## src/common/pwmPkg.sv

```systemverilog
package pwmPkg;

	// peripheral window in address bits 23..16
	localparam logic [7:0] PERIPHERAL_ID = 8'h02;

	localparam int DEVICE_COUNT = 4;
	localparam int OUTPUTS_PER_DEVICE = 4;

	localparam int COUNTER_WIDTH = 16; // timer and compare width
	localparam int PRESCALE_WIDTH = 8;

	// register byte offsets inside a device
	localparam logic [7:0] REG_CONFIG = 8'h00;
	localparam logic [7:0] REG_TOP = 8'h04;
	localparam logic [7:0] REG_COUNT = 8'h08;
	localparam logic [7:0] REG_STATUS = 8'h0C;
	localparam logic [7:0] REG_COMPARE_BASE = 8'h10; // channel n at base + 4n

	// config register fields
	localparam int CFG_RUN_BIT = 0;
	localparam int CFG_IRQ_EN_BIT = 1;
	localparam int CFG_PRESCALE_LSB = 8; // divisor in bits 15..8

	// compare register enable bit
	localparam int CMP_ENABLE_BIT = 16;

	// bus value when nothing answers
	localparam logic [31:0] READ_DEFAULT = 32'hFFFF_FFFF;

endpackage
```

## src/design/pwmPeripheral.sv

```systemverilog
module pwmPeripheral (
	input logic clk,
	input logic rstN,
	input logic peripheralBus_we,
	input logic peripheralBus_oe,
	input logic [23:0] peripheralBus_address,
	input logic [3:0] peripheralBus_byteSelect,
	input logic [31:0] peripheralBus_dataWrite,
	output logic [31:0] peripheralBus_dataRead,
	output logic requestOutput,
	output logic [pwmPkg::DEVICE_COUNT*pwmPkg::OUTPUTS_PER_DEVICE-1:0] pwm_en,
	output logic [pwmPkg::DEVICE_COUNT*pwmPkg::OUTPUTS_PER_DEVICE-1:0] pwm_out,
	output logic [pwmPkg::DEVICE_COUNT-1:0] pwm_irq
);

	logic [15:0] localAddress;
	logic peripheralEnable;
	logic [pwmPkg::DEVICE_COUNT-1:0] deviceRequest;
	logic [pwmPkg::DEVICE_COUNT-1:0][31:0] deviceData;

	busDecoder busDecoder_i (
		.clk(clk),
		.rstN(rstN),
		.peripheralBus_address(peripheralBus_address),
		.localAddress(localAddress),
		.peripheralEnable(peripheralEnable),
		.deviceRequest(deviceRequest),
		.deviceData(deviceData),
		.dataRead(peripheralBus_dataRead),
		.requestOutput(requestOutput)
	);

	for (genvar d = 0; d < pwmPkg::DEVICE_COUNT; d++) begin : device
		pwmDevice #(.DEVICE_INDEX(d)) pwmDevice_i (
			.clk(clk),
			.rstN(rstN),
			.peripheralEnable(peripheralEnable),
			.peripheralBus_we(peripheralBus_we),
			.peripheralBus_oe(peripheralBus_oe),
			.localAddress(localAddress),
			.peripheralBus_byteSelect(peripheralBus_byteSelect),
			.peripheralBus_dataWrite(peripheralBus_dataWrite),
			.dataRead(deviceData[d]),
			.requestOutput(deviceRequest[d]),
			.pwm_en(pwm_en[d*pwmPkg::OUTPUTS_PER_DEVICE +: pwmPkg::OUTPUTS_PER_DEVICE]),
			.pwm_out(pwm_out[d*pwmPkg::OUTPUTS_PER_DEVICE +: pwmPkg::OUTPUTS_PER_DEVICE]),
			.pwm_irq(pwm_irq[d])
		);
	end

endmodule

```

## src/pwm/pwmDevice.sv

```systemverilog
module pwmDevice #(
	parameter int DEVICE_INDEX = 0
) (
	input logic clk,
	input logic rstN,
	input logic peripheralEnable,
	input logic peripheralBus_we,
	input logic peripheralBus_oe,
	input logic [15:0] localAddress,
	input logic [3:0] peripheralBus_byteSelect,
	input logic [31:0] peripheralBus_dataWrite,
	output logic [31:0] dataRead,
	output logic requestOutput,
	output logic [pwmPkg::OUTPUTS_PER_DEVICE-1:0] pwm_en,
	output logic [pwmPkg::OUTPUTS_PER_DEVICE-1:0] pwm_out,
	output logic pwm_irq
);

	logic deviceSelected;
	logic [7:0] regOffset;
	logic writeEnable;
	logic offsetMapped;
	logic [pwmPkg::OUTPUTS_PER_DEVICE-1:0] compareHit;
	logic [pwmPkg::OUTPUTS_PER_DEVICE-1:0][31:0] compareWords;

	logic run;
	logic irqEnable;
	logic [pwmPkg::PRESCALE_WIDTH-1:0] prescale;
	logic [pwmPkg::COUNTER_WIDTH-1:0] topValue;
	logic [pwmPkg::COUNTER_WIDTH-1:0] count;
	logic wrap;
	logic pending; // sticky wrap flag
	logic [31:0] configWord;

	// devices are numbered from 1 in address bits 15..8
	assign deviceSelected = peripheralEnable && (localAddress[15:8] == 8'(DEVICE_INDEX + 1));
	assign regOffset = localAddress[7:0];
	assign writeEnable = deviceSelected && peripheralBus_we;

	always_ff @(posedge clk or negedge rstN) begin
		if (!rstN) begin
			run <= 1'b0;
			irqEnable <= 1'b0;
			prescale <= '0;
			topValue <= '0;
		end else if (writeEnable) begin
			if (regOffset == pwmPkg::REG_CONFIG) begin
				if (peripheralBus_byteSelect[0]) begin
					run <= peripheralBus_dataWrite[pwmPkg::CFG_RUN_BIT];
					irqEnable <= peripheralBus_dataWrite[pwmPkg::CFG_IRQ_EN_BIT];
				end
				if (peripheralBus_byteSelect[1])
					prescale <= peripheralBus_dataWrite[pwmPkg::CFG_PRESCALE_LSB +: pwmPkg::PRESCALE_WIDTH];
			end
			if (regOffset == pwmPkg::REG_TOP) begin
				if (peripheralBus_byteSelect[0]) topValue[7:0] <= peripheralBus_dataWrite[7:0];
				if (peripheralBus_byteSelect[1]) topValue[15:8] <= peripheralBus_dataWrite[15:8];
			end
		end
	end

	// a wrap in the same cycle as the clear wins
	always_ff @(posedge clk or negedge rstN) begin
		if (!rstN) pending <= 1'b0;
		else if (wrap) pending <= 1'b1;
		else if (writeEnable && regOffset == pwmPkg::REG_STATUS
				&& peripheralBus_byteSelect[0] && peripheralBus_dataWrite[0])
			pending <= 1'b0;
	end

	assign pwm_irq = pending && irqEnable;

	always_comb begin
		configWord = '0;
		configWord[pwmPkg::CFG_RUN_BIT] = run;
		configWord[pwmPkg::CFG_IRQ_EN_BIT] = irqEnable;
		configWord[pwmPkg::CFG_PRESCALE_LSB +: pwmPkg::PRESCALE_WIDTH] = prescale;
	end

	always_comb begin
		dataRead = '0;
		offsetMapped = 1'b1;
		case (regOffset)
			pwmPkg::REG_CONFIG: dataRead = configWord;
			pwmPkg::REG_TOP: dataRead[pwmPkg::COUNTER_WIDTH-1:0] = topValue;
			pwmPkg::REG_COUNT: dataRead[pwmPkg::COUNTER_WIDTH-1:0] = count; // read only
			pwmPkg::REG_STATUS: dataRead[0] = pending;
			default: begin
				offsetMapped = |compareHit;
				for (int n = 0; n < pwmPkg::OUTPUTS_PER_DEVICE; n++) begin
					if (compareHit[n]) dataRead = compareWords[n];
				end
			end
		endcase
	end

	assign requestOutput = deviceSelected && peripheralBus_oe && offsetMapped;

	pwmTimer pwmTimer_i (
		.clk(clk),
		.rstN(rstN),
		.run(run),
		.prescale(prescale),
		.top(topValue),
		.count(count),
		.wrap(wrap)
	);

	for (genvar n = 0; n < pwmPkg::OUTPUTS_PER_DEVICE; n++) begin : channel
		assign compareHit[n] = regOffset == 8'(pwmPkg::REG_COMPARE_BASE + 4 * n);

		pwmChannel pwmChannel_i (
			.clk(clk),
			.rstN(rstN),
			.write(writeEnable && compareHit[n]),
			.byteSelect(peripheralBus_byteSelect),
			.dataWrite(peripheralBus_dataWrite),
			.count(count),
			.run(run),
			.compareWord(compareWords[n]),
			.pwmEn(pwm_en[n]),
			.pwmOut(pwm_out[n])
		);
	end

	requestNeedsWindowAndOe: assert property (
		@(posedge clk) disable iff (!rstN) requestOutput |-> peripheralEnable && peripheralBus_oe
	) else $error("device %0d answered outside its window", DEVICE_INDEX + 1);

endmodule

```

## src/pwm/pwmChannel.sv

```systemverilog
module pwmChannel (
	input logic clk,
	input logic rstN,
	input logic write,
	input logic [3:0] byteSelect,
	input logic [31:0] dataWrite,
	input logic [pwmPkg::COUNTER_WIDTH-1:0] count,
	input logic run,
	output logic [31:0] compareWord,
	output logic pwmEn,
	output logic pwmOut
);

	logic [pwmPkg::COUNTER_WIDTH-1:0] compareValue;

	always_ff @(posedge clk or negedge rstN) begin
		if (!rstN) begin
			compareValue <= '0;
			pwmEn <= 1'b0;
		end else if (write) begin
			if (byteSelect[0]) compareValue[7:0] <= dataWrite[7:0];
			if (byteSelect[1]) compareValue[15:8] <= dataWrite[15:8];
			if (byteSelect[2]) pwmEn <= dataWrite[pwmPkg::CMP_ENABLE_BIT];
		end
	end

	// compare above top keeps the output high for the whole period
	always_ff @(posedge clk or negedge rstN) begin
		if (!rstN) pwmOut <= 1'b0;
		else pwmOut <= run && pwmEn && (count < compareValue);
	end

	always_comb begin
		compareWord = '0;
		compareWord[pwmPkg::COUNTER_WIDTH-1:0] = compareValue;
		compareWord[pwmPkg::CMP_ENABLE_BIT] = pwmEn;
	end

endmodule

```

## src/pwm/pwmTimer.sv

```systemverilog
module pwmTimer (
	input logic clk,
	input logic rstN,
	input logic run,
	input logic [pwmPkg::PRESCALE_WIDTH-1:0] prescale,
	input logic [pwmPkg::COUNTER_WIDTH-1:0] top,
	output logic [pwmPkg::COUNTER_WIDTH-1:0] count,
	output logic wrap
);

	logic [pwmPkg::PRESCALE_WIDTH-1:0] prescaleCount;
	logic advance;

	// >= keeps the prescaler from running away if the divisor is lowered mid-count
	assign advance = prescaleCount >= prescale;

	always_ff @(posedge clk or negedge rstN) begin
		if (!rstN) begin
			prescaleCount <= '0;
			count <= '0;
			wrap <= 1'b0;
		end else if (!run) begin
			prescaleCount <= '0; // stopped timer holds at zero
			count <= '0;
			wrap <= 1'b0;
		end else begin
			wrap <= 1'b0;
			if (advance) begin
				prescaleCount <= '0;
				if (count >= top) begin // also catches top lowered below count
					count <= '0;
					wrap <= 1'b1;
				end else begin
					count <= count + 1'b1;
				end
			end else begin
				prescaleCount <= prescaleCount + 1'b1;
			end
		end
	end

	noWrapWhenStopped: assert property (
		@(posedge clk) disable iff (!rstN) !run |=> !wrap
	) else $error("wrap pulsed after run was cleared");

	countHeldWhenStopped: assert property (
		@(posedge clk) disable iff (!rstN) !run |=> count == '0
	) else $error("count moved after run was cleared: %0d", count);

endmodule

```

## src/design/busDecoder.sv

```systemverilog
module busDecoder (
	input logic clk, // assertion sampling only
	input logic rstN,
	input logic [23:0] peripheralBus_address,
	output logic [15:0] localAddress,
	output logic peripheralEnable,
	input logic [pwmPkg::DEVICE_COUNT-1:0] deviceRequest,
	input logic [pwmPkg::DEVICE_COUNT-1:0][31:0] deviceData,
	output logic [31:0] dataRead,
	output logic requestOutput
);

	logic [31:0] selectedData;

	assign peripheralEnable = peripheralBus_address[23:16] == pwmPkg::PERIPHERAL_ID;
	assign localAddress = peripheralBus_address[15:0]; // device field and register offset

	// and-or mux, relies on at most one device answering
	always_comb begin
		selectedData = '0;
		for (int d = 0; d < pwmPkg::DEVICE_COUNT; d++) begin
			selectedData = selectedData | (deviceData[d] & {32{deviceRequest[d]}});
		end
	end

	assign requestOutput = |deviceRequest;
	assign dataRead = requestOutput ? selectedData : pwmPkg::READ_DEFAULT;

	// every device checks its own field, so two answering at once means overlapping decode
	deviceRequestOneHot: assert property (
		@(posedge clk) disable iff (!rstN) $onehot0(deviceRequest)
	) else $error("more than one device answered: %b", deviceRequest);

endmodule

```

## config.mk

```make
export PLATFORM = sky130hd
export DESIGN_NAME = pwmPeripheral
export DESIGN_NICKNAME = d
export VERILOG_FILES = /design/src/common/pwmPkg.sv /design/src/design/pwmPeripheral.sv /design/src/pwm/pwmDevice.sv /design/src/pwm/pwmChannel.sv /design/src/pwm/pwmTimer.sv /design/src/design/busDecoder.sv
export SDC_FILE = /design/constraint.sdc
export NUM_CORES = 1
export LEC_CHECK = 0
export BUFFER_PORTS_ARGS = -buffer_cell sky130_fd_sc_hd__buf_2
export CAP_MARGIN = 20
export CORE_ASPECT_RATIO = 1.4
export CORE_MARGIN = 3
export CORE_UTILIZATION = 44
export DETAILED_ROUTE_END_ITERATION = 6
export PLACE_DENSITY = 0.68
export SLEW_MARGIN = 20
export SYNTH_ARGS = -nofsm -noshare
export SYNTH_HDL_FRONTEND = slang
export SYNTH_SLANG_ARGS = --single-unit
```

## constraint.sdc

```tcl
create_clock -name clk -period 6.7 [get_ports clk]
set_clock_uncertainty 0.2 [all_clocks]
set_input_delay 1.34 -clock clk [delete_from_list [all_inputs] [get_ports clk]]
set_output_delay 1.34 -clock clk [all_outputs]
set_load 0.05 [all_outputs]
```

==> metrics.txt, run 1 <==
outcome finished clean; Routed Antenna Nets 0; total wire length about 110000 um; CTS tree built; # DRC 0; Fill cells ~6600; Worst-Skew Late Latency roughly 600 ps; core area roughly 73000 um^2; Max Clock Freq ~0.17 GHz; pwr/cell area about 180 nW/um^2; postcts setup bufs 0; post-synthesis mux area share approximately 17%; Post-DP Area about 34000 um^2; Largest delay share family, worst path compound AO/OA/AOI/OAI gates; Max-Cap Viols 0; Worst Path Required around 5200 ps; P_leak about 16 nW; Initial Util between 40% and 50%; worst min path class flip-flop to flip-flop; Crit path depth 7; # placed instances 4076; port bufs 116; Setup crit start kind primary input; drt wl/cell approximately 26 um; GRT Util Overall 27.1%; R2R Setup Slk 3240 ps; Buf/Inv on CP 2; Syn Area/Cell between 10 and 15 um^2; warnings from Yosys 0; post-synthesis cell area ~33000 um^2; Max rail drop VDD between 0.15 and 0.2 mV; Synth Area in Adders between 10% and 20%; worst slew pin tran around 1000 ps; non-filler cells, final 4174; RSZ-0062 raised after global routing false; Util after Layout 48.9%; CP max-delay cell nor2b_2; CP Cell Sequence buf_6 -> nor2b_2 -> a22oi_1 -> o21ai_0 -> a221oi_1 -> o221ai_1 -> buf_2; largest family of logic cells by synthesized area multiplexers; Reg-to-Reg End device[0].pwmDevice_i.pwmTimer_i.count[7]; Sum Neg Setup Slack 0 ps; Setup crit end kind output port; crit path kind primary input to output port; R2R cell count 7; area grow syn2layout 9.65%; initial antenna violation count 9; EDFF count, synth 0; endpoints failing hold 0; CTS H-tree lvls 2; Worst Setup EP peripheralBus_dataRead[3]; worst-case clock buffer depth 3; Final Critical Period between 6000 and 7000 ps; XOR/XNOR share of the synthesized area less than 1%; vias in the first global route between 20000 and 30000; worst path arrival time approximately 4500 ps; vias per cell 6.16; Synth Area in Compound Gates between 10% and 20%; RD Place Congestion between 0.9 and 1; Yosys reg bits a little under 500; CTS resizes 0; Max-slew headroom approximately 30%; via count between 20000 and 30000; Ports between 100 and 150; CTS Buf Count between 50 and 60; initial drt markers 2259; # setup viols final 0; Post-DP HPWL about 77000 um; Pins Over Slew Limit 0; first-pass iteration count of the detailed router 7; die height approximately 330 um; cell area after layout 35700 um^2; # nets final 3585; Chip Width approximately 240 um; origin of the worst setup path peripheralBus_address[2]; Distinct cells, synth 80; Worst Path Max Fanout 29; simple-gate portion of the synthesized area 11.0%; # rows roughly 120; Net Count, Synth 3535; most used flip-flop cell after synthesis dfrtp_1; CP peak stage delay between 900 and 1000 ps; ys async rst share 100%; Synth Instances about 3100; fin crit share about nine tenths; CTS Sinks about 500; Reg clk slew, reported paths roughly 60 ps; sequential area share after synthesis between 30% and 40%; global route overflow 0; hold buffers post-CTS 0; RR Startpoint device[0].pwmDevice_i.pwmTimer_i.count[5]; first-pass GRT wire length 160000 um; largest net degree at the start of global routing 107; Root Buffer clkbuf_16; Die Footprint a little under 80000 um^2; ratio of cells with drive above 1 in the final layout 22.6%
==> cell usage after synthesis, types with 7 or more instances <==
library cell | number | area share [%]
xor2_1 | 19 | 0.51
nor2_2 | 21 | 0.40
o21a_1 | 10 | 0.23
nand2b_1 | 28 | 0.54
and2_1 | 9 | 0.17
mux2_1 | 24 | 0.83
o211ai_1 | 9 | 0.21
nor3_1 | 35 | 0.54
nand4_1 | 45 | 0.86
nor2_4 | 26 | 0.90
a211oi_1 | 36 | 0.83
buf_1 | 8 | 0.092
a2111oi_0 | 28 | 0.75
o221ai_1 | 9 | 0.24
buf_4 | 51 | 1.2
nand3_1 | 85 | 1.3
ha_1 | 344 | 13
dfrtp_1 | 496 | 38
a221oi_1 | 19 | 0.51
nor2_1 | 158 | 1.8
nor4_1 | 9 | 0.17
or3_1 | 8 | 0.15
o22ai_1 | 18 | 0.35
a222oi_1 | 7 | 0.21
mux2_2 | 352 | 12
clkbuf_1 | 81 | 0.93
mux4_2 | 39 | 2.7
and3_1 | 32 | 0.61
buf_2 | 31 | 0.48
nand4b_1 | 12 | 0.32
o21ai_0 | 150 | 2.3
a31oi_1 | 17 | 0.33
a22oi_1 | 34 | 0.78
o2111ai_1 | 23 | 0.62
inv_1 | 360 | 4.1
a22o_1 | 38 | 1.0
o31ai_1 | 9 | 0.21
a21o_1 | 51 | 1.2
nor2b_1 | 37 | 0.71
a21oi_1 | 95 | 1.5
mux2i_1 | 59 | 1.8
nand2_1 | 109 | 1.3
==> area by class of cell <==
cell class | instances | area [um^2] | area share, %
Multi-Input combinational cell | 2100 | 18000 | 50.4
Sequential cell | 496 | 12400 | 34.7
Clock buffer | 75 | 1550 | 4.33
Inverter | 360 | 1350 | 3.78
Tap cell | 952 | 1190 | 3.33
Timing Repair Buffer | 168 | 1040 | 2.92
Clock inverter | 17 | 185 | 0.518
Antenna cell | 6 | 15.0 | 0.0420
==> metrics by stage <==
step	hold WS, ps	setup slack [ps]	power (mW)
2_1_floorplan	208	1050	3.15
4_1_cts	233	926	6.31
3_3_place_gp	220	969	3.32
3_5_place_dp	222	929	3.32
6_report	230	679	6.27
5_1_grt	249	652	6.44
==> flip-flops by register name, indices dropped and copies added, names as in the netlist <==
signal and count:
device.pwmDevice_i.channel.pwmChannel_i.compareValue 256, device.pwmDevice_i.pwmTimer_i.count 64, device.pwmDevice_i.topValue 64, device.pwmDevice_i.prescale 32, device.pwmDevice_i.pwmTimer_i.prescaleCount 32, device.pwmDevice_i.channel.pwmChannel_i.pwmEn 16, device.pwmDevice_i.channel.pwmChannel_i.pwmOut 16, device.pwmDevice_i.irqEnable 4
device.pwmDevice_i.pending 4, device.pwmDevice_i.pwmTimer_i.wrap 4, device.pwmDevice_i.run 4
==> cells by family (layout without fill, tap and decap cells) <==
group	count (synthesis)	count (layout)
muxes	474	474
DFF	496	496
xor gates and xnor gates	25	25
buffers and inverters	531	620
other	0	6
AOI/OAI and AO/OA	604	604
adders and majority gates	344	344
and+or+nand+nor	653	653
==> power by group <==
group / switching, mW / total (mW) / internal (mW) / leakage, nW
Sequential: 0.00000267 / 2.99 / 2.99 / 6.93
Combinational: 0.223 / 0.275 / 0.0513 / 8.53
Clock: 1.26 / 3.00 / 1.75 / 0.871
==> worst min path at each step <==
stage                                               end                             startpoint  cells past startpoint
final                     device[2].pwmDevice_i.pending  device[2].pwmDevice_i.pwmTimer_i.wrap                      1
after detailed placement  device[2].pwmDevice_i.pending  device[2].pwmDevice_i.pwmTimer_i.wrap                      1
after CTS                 device[2].pwmDevice_i.pending  device[2].pwmDevice_i.pwmTimer_i.wrap                      1
after global routing      device[2].pwmDevice_i.pending  device[2].pwmDevice_i.pwmTimer_i.wrap                      1
after floorplan           device[0].pwmDevice_i.pending  device[0].pwmDevice_i.pwmTimer_i.wrap                      1
after global placement    device[1].pwmDevice_i.pending  device[1].pwmDevice_i.pwmTimer_i.wrap                      1
==> cell usage in the layout, fill, tap and decap left out, types with 9 or more instances in the layout <==
cell | synthesis | final
dfrtp_1 | 496 | 496
inv_1 | 360 | 360
mux2_2 | 352 | 352
ha_1 | 344 | 344
nor2_1 | 158 | 158
o21ai_0 | 150 | 149
buf_2 | 31 | 112
nand2_1 | 109 | 109
a21oi_1 | 95 | 95
nand3_1 | 85 | 85
mux2i_1 | 59 | 59
clkbuf_16 | 0 | 53
a21o_1 | 51 | 51
buf_4 | 51 | 50
nand4_1 | 45 | 45
mux4_2 | 39 | 39
a22o_1 | 38 | 38
a211oi_1 | 36 | 36
nor2b_1 | 37 | 35
nor3_1 | 35 | 34
a22oi_1 | 34 | 34
and3_1 | 32 | 32
nand2b_1 | 28 | 28
a2111oi_0 | 28 | 27
nor2_4 | 26 | 26
mux2_1 | 24 | 24
o2111ai_1 | 23 | 23
nor2_2 | 21 | 21
xor2_1 | 19 | 19
a221oi_1 | 19 | 19
o22ai_1 | 18 | 18
a31oi_1 | 17 | 17
clkbuf_8 | 0 | 14
clkinv_2 | 0 | 13
nand4b_1 | 12 | 12
o21a_1 | 10 | 10
and2_1 | 9 | 9
o211ai_1 | 9 | 9
o221ai_1 | 9 | 9
o31ai_1 | 9 | 9
==> routing by layer <==
| metal | vias up | global-route usage (%) | part of all wire (%) |
|---|---|---|---|
| li1 | 11400 | - | - |
| met1 | 12900 | 33.2 | 39 |
| met2 | 1063 | 43.9 | 46 |
| met3 | 310 | 5.26 | 7.7 |
| met4 | 4 | 17.2 | 7.4 |
| met5 | - | 0 | 0.024 |
No activity file was read; power rests on OpenSTA's default activity.
==> run 2, diff against run 1 <==
--- a/config.mk
+++ b/config.mk
@@ -11,6 +11,7 @@
 export CORE_MARGIN = 3
 export CORE_UTILIZATION = 44
 export DETAILED_ROUTE_END_ITERATION = 6
+export GPL_TIMING_DRIVEN = 0
 export PLACE_DENSITY = 0.68
 export SLEW_MARGIN = 20
 export SYNTH_ARGS = -nofsm -noshare
==> run 2 against run 1 <==
  * Sequential share of layout area shrank 0.49 points
  * First-iteration DRC count grew 21%
  * Routed wire length grew 22%
  * Setup slack lost 800 ps
  * Clock-buffer cell count shrank 4
  * Die area is the same
  * Critical endpoint is now peripheralBus_dataRead[15]
  * Sequential power is essentially flat
  * Critical path depth grew 1
  * The run now ends with DRC, setup timing left
  * Core utilization grew 0.70 points
  * Maximum frequency shrank 12%
==> metrics.txt, run 2 (synthesis gave the netlist of run 1 again) <==
outcome finished with violations; failing checks DRC, setup timing; Worst Slack Setup Final -123 ps; part of the power in the clock network between 40 and 50%; Final Critical Period between 6000 and 7000 ps; hold buffers post-CTS 0; Post-DP HPWL ~95000 um; # nets final 3700; first-pass iteration count of the detailed router 7; hold_sp device[3].pwmDevice_i.pwmTimer_i.wrap; Max-slew headroom between 10% and 20%; worst path arrival time between 5000 and 6000 ps; largest net degree at the start of global routing roughly 100; max reg flops between 200 and 300; Pins Over Slew Limit 0; CTS Sinks slightly below 500; origin of the worst setup path peripheralBus_address[1]; Pint roughly 4.8 mW; Setup crit end kind output port; vias in the first global route approximately 27000; sequential share of power between 40% and 50%; Fill cells ~6700; CTS tree built; sw frac 25.1%; # placed instances between 4000 and 5000; Max-Cap Viols 0; Max rail drop VDD 0.181 mV; CP peak stage delay around 1100 ps; Routed Antenna Nets 0; core area between 70000 and 80000 um^2; Post-DP Area about 34000 um^2; initial drt markers around 2700; cell area after layout about 36000 um^2; most used cell, CP buf_2; Die Footprint around 77000 um^2; P_sw 1.61 mW; Top Registers device.pwmDevice_i.channel.pwmChannel_i.compareValue: 256 flops, device.pwmDevice_i.pwmTimer_i.count: 64 flops, device.pwmDevice_i.topValue: 64 flops; GRT Util Overall about a third; RR Startpoint device[3].pwmDevice_i.pwmTimer_i.count[11]; # rows around 120; via count 27200; Hold Path Depth 1; Initial Util roughly 45%; total wire length ~130000 um; Worst Path Max Fanout 10; RSZ-0062 raised after global routing false; crit path kind primary input to output port; initial antenna violation count 9; FF+latch area ~12000 um^2; largest register by flop count device.pwmDevice_i.channel.pwmChannel_i.compareValue; pwr/cell area 176 nW/um^2; RD Place Congestion between 1 and 1.5; first-pass GRT wire length around 190000 um; Worst-Skew Late Latency roughly 660 ps; vias per cell between 6 and 7; Multi-input gate area between 15000 and 20000 um^2; drt wl/cell about 30 um; R2R cell count 8; non-filler cells, final between 4000 and 5000; CP Cell Sequence buf_2 -> nor3b_2 -> nand4_2 -> nor3_1 -> buf_2 -> a31oi_1 -> nand4_1 -> buf_2; area grow syn2layout 11.2%; worst-case clock buffer depth 3; Max Clock Freq around 0.15 GHz; CTS H-tree lvls 2; worst hold endpoint device[3].pwmDevice_i.pending; P_leak ~17 nW; ratio of cells with drive above 1 in the final layout 22.8%; R2R Setup Slk slightly above 3000 ps; combinational group share of total power under 10%; commonest cells after routing, fill and taps aside 496 x dfrtp_1, 360 x inv_1, 352 x mux2_2, 344 x ha_1, 156 x nor2_1; Pwr Total around 6.4 mW; global route overflow 0; worst min path class flip-flop to flip-flop; Setup crit start kind primary input; CP max-delay cell nor3_1; Reg clk slew, reported paths around 60 ps; Ports about 130; Sum Neg Setup Slack -723 ps; CTS Buf Count roughly 50; endpoints failing hold 0; Worst Path Required ~5200 ps; Root Buffer clkbuf_16; commonest non-fill, non-tap cell in the layout dfrtp_1; Hold WS approximately 230 ps; # DRC 8; port bufs roughly 110; worst slew pin tran around 1300 ps; die height 328 um; # setup viols final 11; Reg-to-Reg End device[3].pwmDevice_i.pwmTimer_i.count[4]; Chip Width 236 um; fin crit share 102%
[run 2: cell count changes in the layout (fill, tap and decap cells not counted), moves of 3 or more]
cell and delta:
clkinv_2 -3, clkbuf_1 +75, buf_1 +6, buf_12 -4, buf_16 +5, clkbuf_8 -4, buf_2 +26, clkbuf_2 +8
[run 2: through the flow]
step | setup slack, ps | util, %
floorplan | 1050 | -
global placement | -6470 | 47.0
detailed placement | -45.4 | 47.2
CTS | 107 | 49.6
global route | 21.5 | 49.6
finish | -123 | 49.6
[run 2: layout make-up]
type                       count  area share, %
multi-input combinational   2100           49.6
sequential                   496           34.2
clock buffer                  71           4.00
inverter                     360           3.73
tap                          952           3.29
buffer                       171           2.45
timing repair buffer         112           1.88
clock inverter                19          0.745
antenna                        6         0.0414
[run 2: repair_timing]
action | in CTS | in global routing
hold endpoints to repair | 0 | 0
setup buffers | 0 | 0
pin swaps | 0 | 0
endpoints found under the setup margin | 3 | 7
gates resized for setup | 2 | 10
[run 2: how the worst max path moves through the flow]
stage,end,cells past startpoint
floorplan,peripheralBus_dataRead[12],8
global placement,device[2].pwmDevice_i.pwmTimer_i.prescaleCount[5],1
detailed placement,peripheralBus_dataRead[3],10
CTS,peripheralBus_dataRead[15],9
global route,peripheralBus_dataRead[10],8
finish,peripheralBus_dataRead[15],8
[run 2: layer usage]
layer / share of wire [%] / global-route usage [%] / up-vias / routed length, um
li1: - / - / 11600 / -
met1: 38 / 39.8 / 13600 / 48700
met2: 44 / 50.9 / 1469 / 57300
met3: 8.2 / 6.67 / 514 / 10600
met4: 10 / 26.8 / 2 / 13100
met5: 0.0062 / 0 / - / 8
[run 2: power by group through the flow]
stage	Clock, mW	Combinational [mW]	Sequential, mW
after floorplan	0	0.0978	3.05
after global placement	0	0.325	3.05
after detailed placement	0	0.336	3.05
after CTS	3.07	0.337	2.99
after global routing	3.18	0.352	2.99
final	3.05	0.352	2.99
[run 2: worst max-delay path: cells and delay by family]
kind            cells  cell delay [ps]
buf+inv             3             1000
compound gates      1              290
simple gates        4             2610
